<file path="config.mk">
export PLATFORM = sky130hd
export DESIGN_NAME = trigger_links
export DESIGN_NICKNAME = d
export VERILOG_FILES = /design/src/hw/trg_tx_pkg.sv /design/src/hw/gem_cluster_pkg.sv /design/src/hw/trigger_links.sv /design/src/hw/gem_fiber_out.sv /design/src/hw/prbs7_gen.sv /design/src/hw/txpll_reset_gen.sv
export VERILOG_INCLUDE_DIRS = /design/src /design/src/hw
export SDC_FILE = /design/constraint.sdc
export NUM_CORES = 1
export LEC_CHECK = 0
export BUFFER_PORTS_ARGS = -buffer_cell sky130_fd_sc_hd__buf_4
export CORE_MARGIN = 3
export CORE_UTILIZATION = 51
export CTS_BUF_LIST = sky130_fd_sc_hd__clkbuf_4
export DETAILED_ROUTE_END_ITERATION = 7
export PLACE_DENSITY = 0.78
export SLEW_MARGIN = 5
export SYNTH_ARGS = -nofsm -noshare
export SYNTH_HDL_FRONTEND = slang
export SYNTH_SLANG_ARGS = --single-unit
</file>
<file path="constraint.sdc">
create_clock -name clk_160 -period 9.6 [get_ports clk_160]
set_clock_uncertainty 0.2 [all_clocks]
set_input_delay 1.44 -clock clk_160 [delete_from_list [all_inputs] [get_ports clk_160]]
set_output_delay 1.44 -clock clk_160 [all_outputs]
set_load 0.02 [all_outputs]
</file>
<file path="src/hw/trg_link_defs.svh">
`ifndef TRG_LINK_DEFS_SVH
`define TRG_LINK_DEFS_SVH

// ---------------------------------------------------------------------------
// Link geometry
// ---------------------------------------------------------------------------
`define TRG_CLUSTERS        8        // Cluster words per crossing
`define TRG_LANES           4        // CSC right/left, GEM right/left
`define TRG_WORDS_PER_BX    4        // 16-bit characters per frame

// ---------------------------------------------------------------------------
// Timing
// ---------------------------------------------------------------------------
`define TRG_SYNC_PERIOD     128      // Crossings between comma headers
`define TRG_PLL_RST_CYCLES  15       // PLL reset length after arst_n release
`define TRG_PLL_LOCK_CYCLES 16       // Modeled lock time after PLL reset

// K28.5, the frame comma
`define TRG_COMMA           8'hBC

`endif
</file>
<file path="src/hw/trg_tx_pkg.sv">
`default_nettype none

`include "trg_link_defs.svh"

package trg_tx_pkg;

  // Data of one 16-bit lane character
  typedef logic [15:0] tx_word_t;

  // Lane character with its K flags
  typedef struct packed {
    tx_word_t   data;    // High byte goes out first
    logic [1:0] isk;     // K flag per byte, high byte first
  } tx_char_t;

  // All lanes side by side, lane 0 in the low slot
  typedef tx_char_t [`TRG_LANES-1:0] lane_bus_t;

  // What a framer is putting on its lane this character
  typedef enum logic [1:0] {
    idle,                // Commas only
    header,              // Header byte plus first payload byte
    body                 // Plain payload characters
  } frame_state_e;

endpackage

`default_nettype wire

</file>
<file path="src/hw/gem_cluster_pkg.sv">
`default_nettype none

`include "trg_link_defs.svh"

package gem_cluster_pkg;

  // Cluster finder output word, one per cluster slot
  typedef logic [13:0] cluster_t;

  // Bunch-crossing number from the BX counter
  typedef logic [11:0] bxn_t;

  // One side's four clusters, cluster 3 of that side on top
  typedef logic [$bits(cluster_t)*`TRG_CLUSTERS/2-1:0] link_payload_t;

  // Everything the cluster finder offers for one crossing
  typedef struct packed {
    logic                              overflow; // More clusters than slots
    bxn_t                              bxn;      // Crossing the set belongs to
    cluster_t [`TRG_CLUSTERS-1:0]      cluster;  // Slots 0..3 right, 4..7 left
  } cluster_set_t;

endpackage

`default_nettype wire

</file>
<file path="src/hw/trigger_links.sv">
`timescale 1ns/1ps
`default_nettype none

`include "trg_link_defs.svh"

module trigger_links
  import gem_cluster_pkg::*;
  import trg_tx_pkg::*;
(
  input  logic           clk_160,
  input  logic           arst_n,
  input  cluster_set_t   clusters,
  input  logic           req,
  output logic           ack,
  input  logic           test_pat_en,
  output logic           link_ready,
  output lane_bus_t      lanes,
  output logic [3:0]     ltncy_trig
);

  localparam logic [1:0] LAST_PHASE = 2'(`TRG_WORDS_PER_BX - 1);

  logic          pll_rst;
  logic [1:0]    phase;          // Character slot within the crossing
  logic          capture;        // Set taken at the end of this cycle
  cluster_set_t  set_q;          // Set being framed this crossing
  logic          set_valid;      // set_q holds a real set
  link_payload_t link_r;
  link_payload_t link_l;
  link_payload_t link [`TRG_LANES];

  txpll_reset_gen u_txpll_rst (
    .clk_160    (clk_160),
    .arst_n     (arst_n),
    .pll_rst    (pll_rst),
    .link_ready (link_ready)
  );

  // ---------------------------------------------------------------------------
  // Crossing phase, four clk_160 cycles per BX
  // ---------------------------------------------------------------------------
  always_ff @(posedge clk_160 or negedge arst_n) begin
    if (!arst_n) begin
      phase <= 2'd0;
    end else if (!link_ready) begin
      phase <= 2'd0;                                  // Parked until lock
    end else begin
      phase <= (phase == LAST_PHASE) ? 2'd0 : phase + 2'd1;
    end
  end

  // ---------------------------------------------------------------------------
  // Cluster input, four-phase req/ack
  // ---------------------------------------------------------------------------
  assign capture = (phase == LAST_PHASE) && req && !ack;   // At most one per BX

  always_ff @(posedge clk_160 or negedge arst_n) begin
    if (!arst_n) begin
      ack       <= 1'b0;
      set_valid <= 1'b0;
    end else begin
      if (capture) begin
        ack <= 1'b1;
      end else if (ack && !req) begin
        ack <= 1'b0;                                  // Drops once req seen low
      end
      if (pll_rst) begin
        set_valid <= 1'b0;                            // Nothing stale across a PLL reset
      end else if (phase == LAST_PHASE) begin
        set_valid <= capture;                         // Empty BX gives an idle frame
      end
    end
  end

  always_ff @(posedge clk_160) begin
    if (capture) begin
      set_q <= clusters;                              // Stable while req is high
    end
  end

  // ---------------------------------------------------------------------------
  // Lane mapping, CSC and GEM copies of each side
  // ---------------------------------------------------------------------------
  assign link_r  = set_q.cluster[3:0];                // Clusters 3..0
  assign link_l  = set_q.cluster[7:4];                // Clusters 7..4

  assign link[0] = link_r;                            // CSC right
  assign link[1] = link_l;                            // CSC left
  assign link[2] = link_r;                            // GEM right
  assign link[3] = link_l;                            // GEM left

  for (genvar i = 0; i < `TRG_LANES; i++) begin : g_lane
    gem_fiber_out u_fiber (
      .clk_160     (clk_160),
      .arst_n      (arst_n),
      .payload     (link[i]),
      .bxn         (set_q.bxn),
      .overflow    (set_q.overflow),
      .frame_valid (set_valid),
      .phase       (phase),
      .test_pat_en (test_pat_en),
      .link_ready  (link_ready),
      .tx_char     (lanes[i]),
      .ltncy_trig  (ltncy_trig[i])
    );
  end

endmodule

`default_nettype wire

</file>
<file path="src/hw/gem_fiber_out.sv">
`timescale 1ns/1ps
`default_nettype none

`include "trg_link_defs.svh"

module gem_fiber_out
  import gem_cluster_pkg::*;
  import trg_tx_pkg::*;
(
  input  logic          clk_160,
  input  logic          arst_n,
  input  link_payload_t payload,
  input  bxn_t          bxn,
  input  logic          overflow,
  input  logic          frame_valid,
  input  logic [1:0]    phase,
  input  logic          test_pat_en,
  input  logic          link_ready,
  output tx_char_t      tx_char,
  output logic          ltncy_trig
);

  localparam int SYNC_BITS = $clog2(`TRG_SYNC_PERIOD);   // Low bxn bits that pick the comma

  frame_state_e state_q;
  frame_state_e state_d;
  tx_word_t     prbs_word;     // Test pattern for this cycle
  tx_word_t     body_word;     // Payload slice for characters 1..3
  logic         sync_bx;       // Crossing gets a comma header
  logic [7:0]   hdr_byte;
  tx_char_t     char_d;        // Character loaded into the output register

  prbs7_gen u_prbs (
    .clk_160 (clk_160),
    .arst_n  (arst_n),
    .restart (~link_ready),    // Held at all ones until c0
    .pattern (prbs_word)
  );

  // ---------------------------------------------------------------------------
  // Header byte
  // ---------------------------------------------------------------------------
  assign sync_bx  = (bxn[SYNC_BITS-1:0] == '0);                  // Once per sync period
  assign hdr_byte = sync_bx ? `TRG_COMMA : {overflow, bxn[SYNC_BITS-1:0]};

  // ---------------------------------------------------------------------------
  // Frame sequencing, one character per phase
  // ---------------------------------------------------------------------------
  always_comb begin
    state_d = state_q;
    if (!link_ready) begin
      state_d = idle;                                // Link not up yet
    end else if (phase == 2'd0) begin
      state_d = frame_valid ? header : idle;         // Frame start
    end else if (state_q != idle) begin
      state_d = body;                                // Rest of a data frame
    end
  end

  // Payload goes out most significant first after the header
  always_comb begin
    unique case (phase)
      2'd1:    body_word = payload[47:32];
      2'd2:    body_word = payload[31:16];
      2'd3:    body_word = payload[15:0];
      default: body_word = payload[55:40];         // Not a body phase
    endcase
  end

  always_comb begin
    char_d.data = {`TRG_COMMA, `TRG_COMMA};          // Idle filler
    char_d.isk  = 2'b11;
    unique case (state_d)
      header: begin
        char_d.data = {hdr_byte, payload[55:48]};
        char_d.isk  = {sync_bx, 1'b0};               // K only on a comma header
      end
      body: begin
        char_d.data = body_word;
        char_d.isk  = 2'b00;
      end
      default: ;
    endcase
    if (test_pat_en && link_ready) begin
      char_d.data = prbs_word;                       // PRBS overrides all lane data
      char_d.isk  = 2'b00;
    end
  end

  // ---------------------------------------------------------------------------
  // Output register, the single cycle of latency
  // ---------------------------------------------------------------------------
  always_ff @(posedge clk_160 or negedge arst_n) begin
    if (!arst_n) begin
      state_q      <= idle;
      tx_char.data <= {`TRG_COMMA, `TRG_COMMA};      // Lane idles on commas
      tx_char.isk  <= 2'b11;
      ltncy_trig   <= 1'b0;
    end else begin
      state_q      <= state_d;
      tx_char      <= char_d;
      // Marks the comma header as it leaves, none in test mode
      ltncy_trig   <= (state_d == header) && sync_bx && !test_pat_en;
    end
  end

endmodule

`default_nettype wire

</file>
<file path="src/hw/prbs7_gen.sv">
`timescale 1ns/1ps
`default_nettype none

module prbs7_gen
  import trg_tx_pkg::*;
(
  input  logic     clk_160,
  input  logic     arst_n,
  input  logic     restart,
  output tx_word_t pattern
);

  localparam int STEPS = $bits(tx_word_t);   // One LFSR step per output bit

  logic [6:0] lfsr_q;
  logic [6:0] lfsr_d;

  // ---------------------------------------------------------------------------
  // Sixteen steps of x^7 + x^6 + 1 unrolled per clock
  // ---------------------------------------------------------------------------
  always_comb begin : step_lfsr
    logic [6:0] s;
    logic       fb;
    s       = lfsr_q;
    fb      = 1'b0;
    pattern = '0;
    for (int i = STEPS - 1; i >= 0; i--) begin
      fb         = s[6] ^ s[5];    // Taps at 7 and 6
      pattern[i] = fb;             // Earliest bit lands in the MSB
      s          = {s[5:0], fb};
    end
    lfsr_d = s;
  end

  always_ff @(posedge clk_160 or negedge arst_n) begin
    if (!arst_n) begin
      lfsr_q <= '1;                // All ones, never the lockup state
    end else if (restart) begin
      lfsr_q <= '1;                // Reseed, sequence starts over
    end else begin
      lfsr_q <= lfsr_d;
    end
  end

endmodule

`default_nettype wire

</file>
<file path="src/hw/txpll_reset_gen.sv">
`timescale 1ns/1ps
`default_nettype none

`include "trg_link_defs.svh"

module txpll_reset_gen (
  input  logic clk_160,
  input  logic arst_n,
  output logic pll_rst,
  output logic link_ready
);

  localparam int RST_CYCLES  = `TRG_PLL_RST_CYCLES;
  localparam int DONE_COUNT  = `TRG_PLL_RST_CYCLES + `TRG_PLL_LOCK_CYCLES;
  localparam int CNT_W       = $clog2(DONE_COUNT + 1);

  logic [CNT_W-1:0] cnt_q;   // Cycles since arst_n release, saturating

  always_ff @(posedge clk_160 or negedge arst_n) begin
    if (!arst_n) begin
      cnt_q <= '0;                             // Sequence restarts on every reset
    end else if (cnt_q != CNT_W'(DONE_COUNT)) begin
      cnt_q <= cnt_q + CNT_W'(1);              // Stops once lock is reached
    end
  end

  // PLL held in reset for the first cycles, like the old SRL16 stretcher
  assign pll_rst    = (cnt_q < CNT_W'(RST_CYCLES));
  // Lock modeled as a fixed delay after the PLL reset ends
  assign link_ready = (cnt_q == CNT_W'(DONE_COUNT));

endmodule

`default_nettype wire

</file>
# ---- Yosys cells after proc, flatten, opt, wreduce, memory -nomap -nowiden
# Index checks and enable logic that the tools add are counted.
dict set report totals {
  register_bits 241
  input_bits 129
  out_inout_bits 78
  elab_cells 171
}
dict set report classes {
  add_sub_neg 2
  n_lt_le_gt_ge 1
  eq_ne 13
  mux 34
  bitwise 64
  reduce_logical 23
}
# operator n
set ops {}
lappend ops {{case mux 18 bit (2 select lines)} 4}
lappend ops {{case mux 16 bit (3 select lines)} 2}
lappend ops {{two-way mux 18 bit} 4}
lappend ops {{XOR 1 bit} 64}
lappend ops {{two-way mux 2 bit} 14}
lappend ops {{two-way mux 7 bit} 4}
lappend ops {{== test 2 bit, second input constant} 6}
lappend ops {{logical AND 1 bit} 12}
lappend ops {{nonzero test 2 bit} 6}
lappend ops {{== test 2 x 1 -> 1 bit, second input constant} 5}
lappend ops {{two-way mux 8 bit} 1}
lappend ops {{zero test 7 bit} 1}
lappend ops {{adder 5 x 1 -> 5 bit, second input constant} 1}
lappend ops {{== test 5 bit, second input constant} 1}
lappend ops {{< comparator 5 x 4 -> 1 bit, second input constant} 1}
lappend ops {{two-way mux 1 bit} 5}
lappend ops {{inequality test 5 bit, second input constant} 1}
lappend ops {{zero test 1 bit} 3}
lappend ops {{adder 2 x 1 -> 2 bit, second input constant} 1}
lappend ops {{zero test 2 bit} 1}

# ---- Logic depth before layout (Yosys ltp)
dict set report depth {
  ltp_word 7
  mapped_depth 13
  depth_no_buf 11
}

# ---- Modules after synthesis
# From an unflattened synthesis, not the netlist that was laid out.
dict set report unflattened {
  hier_cells 905
  hier_area_um2 11674.9
}
# module instances cells_each area_per_inst_um2 seq_area_each_um2
set by_module_without_submodules {}
lappend by_module_without_submodules {gem_fiber_out 4 155 1482.7 540.5}
lappend by_module_without_submodules {trigger_links 1 136 3911.3 3853.7}
lappend by_module_without_submodules {prbs7_gen 4 33 397.9 183.9}
lappend by_module_without_submodules {txpll_reset_gen 1 17 241.5 125.1}

# ---- Worst setup path before layout
# OpenSTA, ideal clock, no wires.
dict set report synth_timing {
  path_kind {in2reg}
  start {input req}
  end {register set_q (netlist bit link[0]) (enable)}
  t_arrival_ps 10080
  t_required_ps 8627
  slack_ps -1453
  path_stages 1
  path_buffers 0
  cell_sequence {nor3b_1}
}
dict set report synth_via {
  elab_chain_cells 2
}
# element line_no
set synth_rtl {}
lappend synth_rtl {{from (decl)} trigger_links.sv:13} ;# input logic req,
lappend synth_rtl {{logical AND 1 bit (2 in a row)} trigger_links.sv:55} ;# assign capture = (phase == LAST_PHASE) && req && !ack;
lappend synth_rtl {{to (signal assigned)} trigger_links.sv:77} ;# set_q <= clusters;
lappend synth_rtl {{to (decl)} trigger_links.sv:26} ;# cluster_set_t set_q;
# No other way between the ends.
# A chain may end at the register's enable or synchronous reset.

# ---- Worst setup path after layout
dict set report layout_timing {
  start {register u_txpll_rst.cnt_q[0]}
  end {output link_ready}
}
dict set report layout_via {
  elab_chain_cells 1
}
# element line_no
set layout_rtl {}
lappend layout_rtl {{from (decl)} txpll_reset_gen.sv:17} ;# logic [CNT_W-1:0] cnt_q;
lappend layout_rtl {{from (signal assigned)} txpll_reset_gen.sv:23} ;# cnt_q <= cnt_q + CNT_W'(1);
lappend layout_rtl {{== test 5 bit} txpll_reset_gen.sv:30} ;# assign link_ready = (cnt_q == CNT_W'(DONE_COUNT));
lappend layout_rtl {{to (decl)} trigger_links.sv:16} ;# output logic link_ready,
# No other way between the ends.

==> results.md <==
- Averaged over all synthesized cells, the footprint is 13.0 um^2.
- The count of cell types in the netlist is 38.
- The final setup TNS is 0 ns.
- From left edge to right edge, the die measures 147 um.
- The TritonCTS clock tree is done.
- In this run the critical register-to-register path is launched from u_txpll_rst.cnt_q[0]$_DFFE_PN0P_.
- The floorplan step defined a die boundary enclosing 21600 um^2.
- The smallest clock period supported by the final layout is computed as 3.92 ns.
- Registers are responsible for 51.9% of the overall power.
- In this run the count of I/O pins placed on the die edge is 207.
- The source of the critical timing path is u_txpll_rst.cnt_q[0]$_DFFE_PN0P_.
- sky130_fd_sc_hd__edfxtp_1 takes more of the synthesized area than any other cell.
- The count of final hold-check violations is 0.
- The cell internal power dissipation is around 1.7 mW.
- Of the post-synthesis cell area, the dominant cell type holds 35.6%.
- Setup repair after global routing left no endpoint under its margin.
- Of all nets on the critical path, the largest fanout is 43.
- The area used by sequential logic in the layout is 6730 um^2.
- The startpoint of the most critical hold path is u_txpll_rst.cnt_q[3]$_DFFE_PN0P_.
- The worst voltage drop across the vdd grid is 0.000131 V.
- The switching power is ~0.48 mW.
- The worst slack after detailed placement is 6.07 ns.
- For this design, the sink count on the clock tree is between 200 and 250.
- The proportion of layout cells with a drive suffix above 1 is 38.0%.
- The endpoint kind of the worst setup timing path is a primary output.
- The post-place instance area is 11700 um^2.
- By count the netlist is led by sky130_fd_sc_hd__edfxtp_1 (120), sky130_fd_sc_hd__dfstp_2 (76), sky130_fd_sc_hd__a21oi_1 (65).
- The average routed wire per standard cell is 20.0 um.
- The kind of start point of the critical path is a register.
- The total iterations of the first detailed-routing run is 6.
- During synthesis, Yosys emitted a total of 0 warnings.
- The max-cap check violation count is 0.
- The critical path class is reg -> out.
- The finished layout holds around 1300 standard cells, fillers aside.
- The count of endpoints failing setup in the final report is 0.
- The clock reaches the later pin of the worst-skew pair after 0.67 ns.
- In the routed design, unresolved DRC markers number 0.
- The fraction of power consumed by the clock network is 41.5%.
- The cell area after layout is ~13000 um^2.
- On the final layout, the worst hold slack is 0.304 ns.
- The residual antenna-violating net count after detailed routing is 0.
- Global routing finished with a remaining overflow of 0.
- Cells fill 65.8% of the core in the end.
- Sorting the synthesized cells by area gives the leading types as sky130_fd_sc_hd__edfxtp_1 (36%), sky130_fd_sc_hd__dfstp_2 (20%), sky130_fd_sc_hd__dfrtp_1 (11%).
- In this run switching power makes up 22.0% of total power.
- Summing every instance area after synthesis gives 10100 um^2.
- The flow ran to the end, and the final reports show no timing, DRC or antenna violations.
- The number of antenna violations at the first check in global routing is 1.
- The number of nets at the end of the flow is 1124.
- The pin count of the biggest net entering global routing is 85.
- The routability congestion estimate from global placement is 0.913.
- The initialized floorplan defines 50 standard-cell rows.
- The required time at the endpoint of the critical path is about 8.0 ns.
- Gates resized during post-CTS repair numbered 0.
- Of all flip-flops after synthesis, the portion carrying an async set or reset was 50.2%.
- The number of buffers on the longest clock path is 3.
- The combinational share of power is 6.5%.
- The worst path uses 40.8% of the clock period.
- The multi-input combinational cells in the finished layout cover a total of 3050 um^2.
- The final routed wirelength across all metal layers is between 20 and 30 mm.
- Global routing used between 20% and 30% of the available tracks.
- The final worst slack is 5.68 ns.
- From synthesis to final layout, the design area changed by 24.2%.
- Once the floorplan was initialized, standard cells occupied 53.0% of the core.
- The total number of vias is 7170.
- The design draws 2.16 mW.
- The number of max-slew violations in the final report came to 0.
- The area of the core is roughly 19000 um^2.
- In the routed layout, each cell is associated on average with a via count of 5.55.
- The clock tree root buffer cell is sky130_fd_sc_hd__clkbuf_4.
- For the pin with the worst max-slew slack, the measured transition is 1.01 ns.
- The synthesized design contains 120 enable-type register cells.
- The number of H-tree levels is 2.
- The sequential share of the synthesized area is 66.5%.
- The static leakage is 5.06 nW.
- The count of routing violations after the opening detailed-route iteration is 605.
- The placed instance count is about 1200.
- The dominant register cell in the synthesized netlist is sky130_fd_sc_hd__edfxtp_1.
- The clock input transition at the sequential cells of the worst setup and hold paths is 0.07 ns.
- The count of fill cells added during filler insertion is 1415.
- The number of nets handed over by synthesis was 921.
- The global-route wire length before repair is between 40 and 50 mm.
- The quantity of hold-fixing buffers added after cts is 0.
- Power spread over the standard cell area amounts to 172 nW/um^2.
- Among all cell types in the netlist, the one instantiated most often is sky130_fd_sc_hd__edfxtp_1.
- Measured along the y axis, the die boundary spans 147 um.
- Once detailed placement completed, the half-perimeter wirelength came to about 18 mm.
- The relative slew slack is 32.4%.
- After technology mapping, the gate count stands at just under 800.
- The via count of the first global-routing pass came to 7351.
- Timing would allow up to 255 MHz.
- The total CTS buffers is 59.
- Port buffering added ~200 buffers.
- In this run the worst hold path is classified as reg -> reg.
- The setup fix buffers added after clock tree synthesis is 0.
- Counting flops and latches in the post-synthesis netlist gives between 200 and 250.
- The data arrival time of the worst path is 2.28 ns.
## worst paths after layout
check | end | slack (ns) | cells after the start
min | u_txpll_rst.cnt_q[3]$_DFFE_PN0P_ | 0.30 | 1
max in group asynchronous | g_lane[3].u_fiber.tx_char[16]$_DFF_PN0_ | 7.29 | 2
max | link_ready | 5.68 | 5
min reg2reg | u_txpll_rst.cnt_q[3]$_DFFE_PN0P_ | 0.30 | 1
min in group asynchronous | g_lane[2].u_fiber.tx_char[10]$_DFF_PN0_ | 0.62 | 1
max reg2reg | g_lane[1].u_fiber.tx_char[5]$_DFF_PN1_ | 6.09 | 10
## worst max-delay path, stage by stage (launching register included)
cell,delay (ns)
sky130_fd_sc_hd__dfrtp_1,0.42
sky130_fd_sc_hd__ha_1,0.19
sky130_fd_sc_hd__and3_1,0.17
sky130_fd_sc_hd__ha_1,0.17
sky130_fd_sc_hd__buf_4,0.43
sky130_fd_sc_hd__buf_4,0.24
## logic make-up (layout without fill, tap and decap cells)
family,Yosys count,in the layout,share of synthesized area [%]
AO/OA/AOI/OAI,206,206,13.9
adder cells (fa/ha/maj),14,14,1.73
buffers and inverters,82,334,3.48
XOR/XNOR,73,73,6.32
AND/OR/NAND/NOR,158,158,7.61
other,0,1,0
multiplexers,4,4,0.421
flip-flops,241,241,66.5
## flip-flops by register name (all words and copies together), names as in the netlist, 2 cells and up
register	count
g_lane.u_fiber.state_q	8
link	112
g_lane.u_fiber.tx_char	72
phase	2
set_q	8
g_lane.u_fiber.u_prbs.lfsr_q	28
u_txpll_rst.cnt_q	5
g_lane.u_fiber.ltncy_trig	4
## layout by cell type (no fill, tap or decap), types with 3 or more instances in the layout
cell | netlist | final
sky130_fd_sc_hd__buf_4 | 4 | 211
sky130_fd_sc_hd__edfxtp_1 | 120 | 120
sky130_fd_sc_hd__clkbuf_4 | 0 | 88
sky130_fd_sc_hd__dfstp_2 | 76 | 76
sky130_fd_sc_hd__a21oi_1 | 65 | 65
sky130_fd_sc_hd__nand2_1 | 64 | 64
sky130_fd_sc_hd__xnor2_1 | 61 | 61
sky130_fd_sc_hd__a22oi_1 | 59 | 59
sky130_fd_sc_hd__dfrtp_1 | 45 | 45
sky130_fd_sc_hd__a32oi_1 | 41 | 41
sky130_fd_sc_hd__nand2b_1 | 35 | 35
sky130_fd_sc_hd__nand3_1 | 24 | 24
sky130_fd_sc_hd__o22ai_1 | 23 | 23
sky130_fd_sc_hd__nor2_1 | 17 | 17
sky130_fd_sc_hd__clkinv_1 | 0 | 15
sky130_fd_sc_hd__inv_1 | 13 | 13
sky130_fd_sc_hd__ha_1 | 14 | 13
sky130_fd_sc_hd__xor2_1 | 12 | 12
sky130_fd_sc_hd__and2_1 | 10 | 10
sky130_fd_sc_hd__o21ai_0 | 5 | 5
sky130_fd_sc_hd__a21oi_2 | 4 | 4
sky130_fd_sc_hd__a221oi_1 | 3 | 3
sky130_fd_sc_hd__bufinv_16 | 0 | 3
sky130_fd_sc_hd__clkinv_2 | 0 | 3
## power groups by stage
stage | combinational, mW | sequential, mW | clock (mW)
after global placement | 0.138 | 1.14 | 0
after global routing | 0.152 | 1.12 | 0.980
final | 0.141 | 1.12 | 0.895
after CTS | 0.141 | 1.12 | 0.918
after floorplan | 0.0328 | 1.16 | 0
after detailed placement | 0.141 | 1.14 | 0
## cell type report
type / instances / area share (%)
clock buffers: 88 / 5.26
repair buffers: 211 / 12.6
diodes: 1 / 0.0199
well taps: 260 / 2.59
multi-input cells: 455 / 24.3
flip-flops and latches: 241 / 53.6
inverters: 13 / 0.388
clock inverters: 22 / 1.31
## routing by layer
layer	wire [um]	share of wire, %	track usage [%]
met5	0	0	0
met4	680	2.6	8.00
met3	3050	12	9.07
met2	11300	44	34.3
met1	10800	42	33.9
Note: power is estimated with default switching activity, not from simulation.
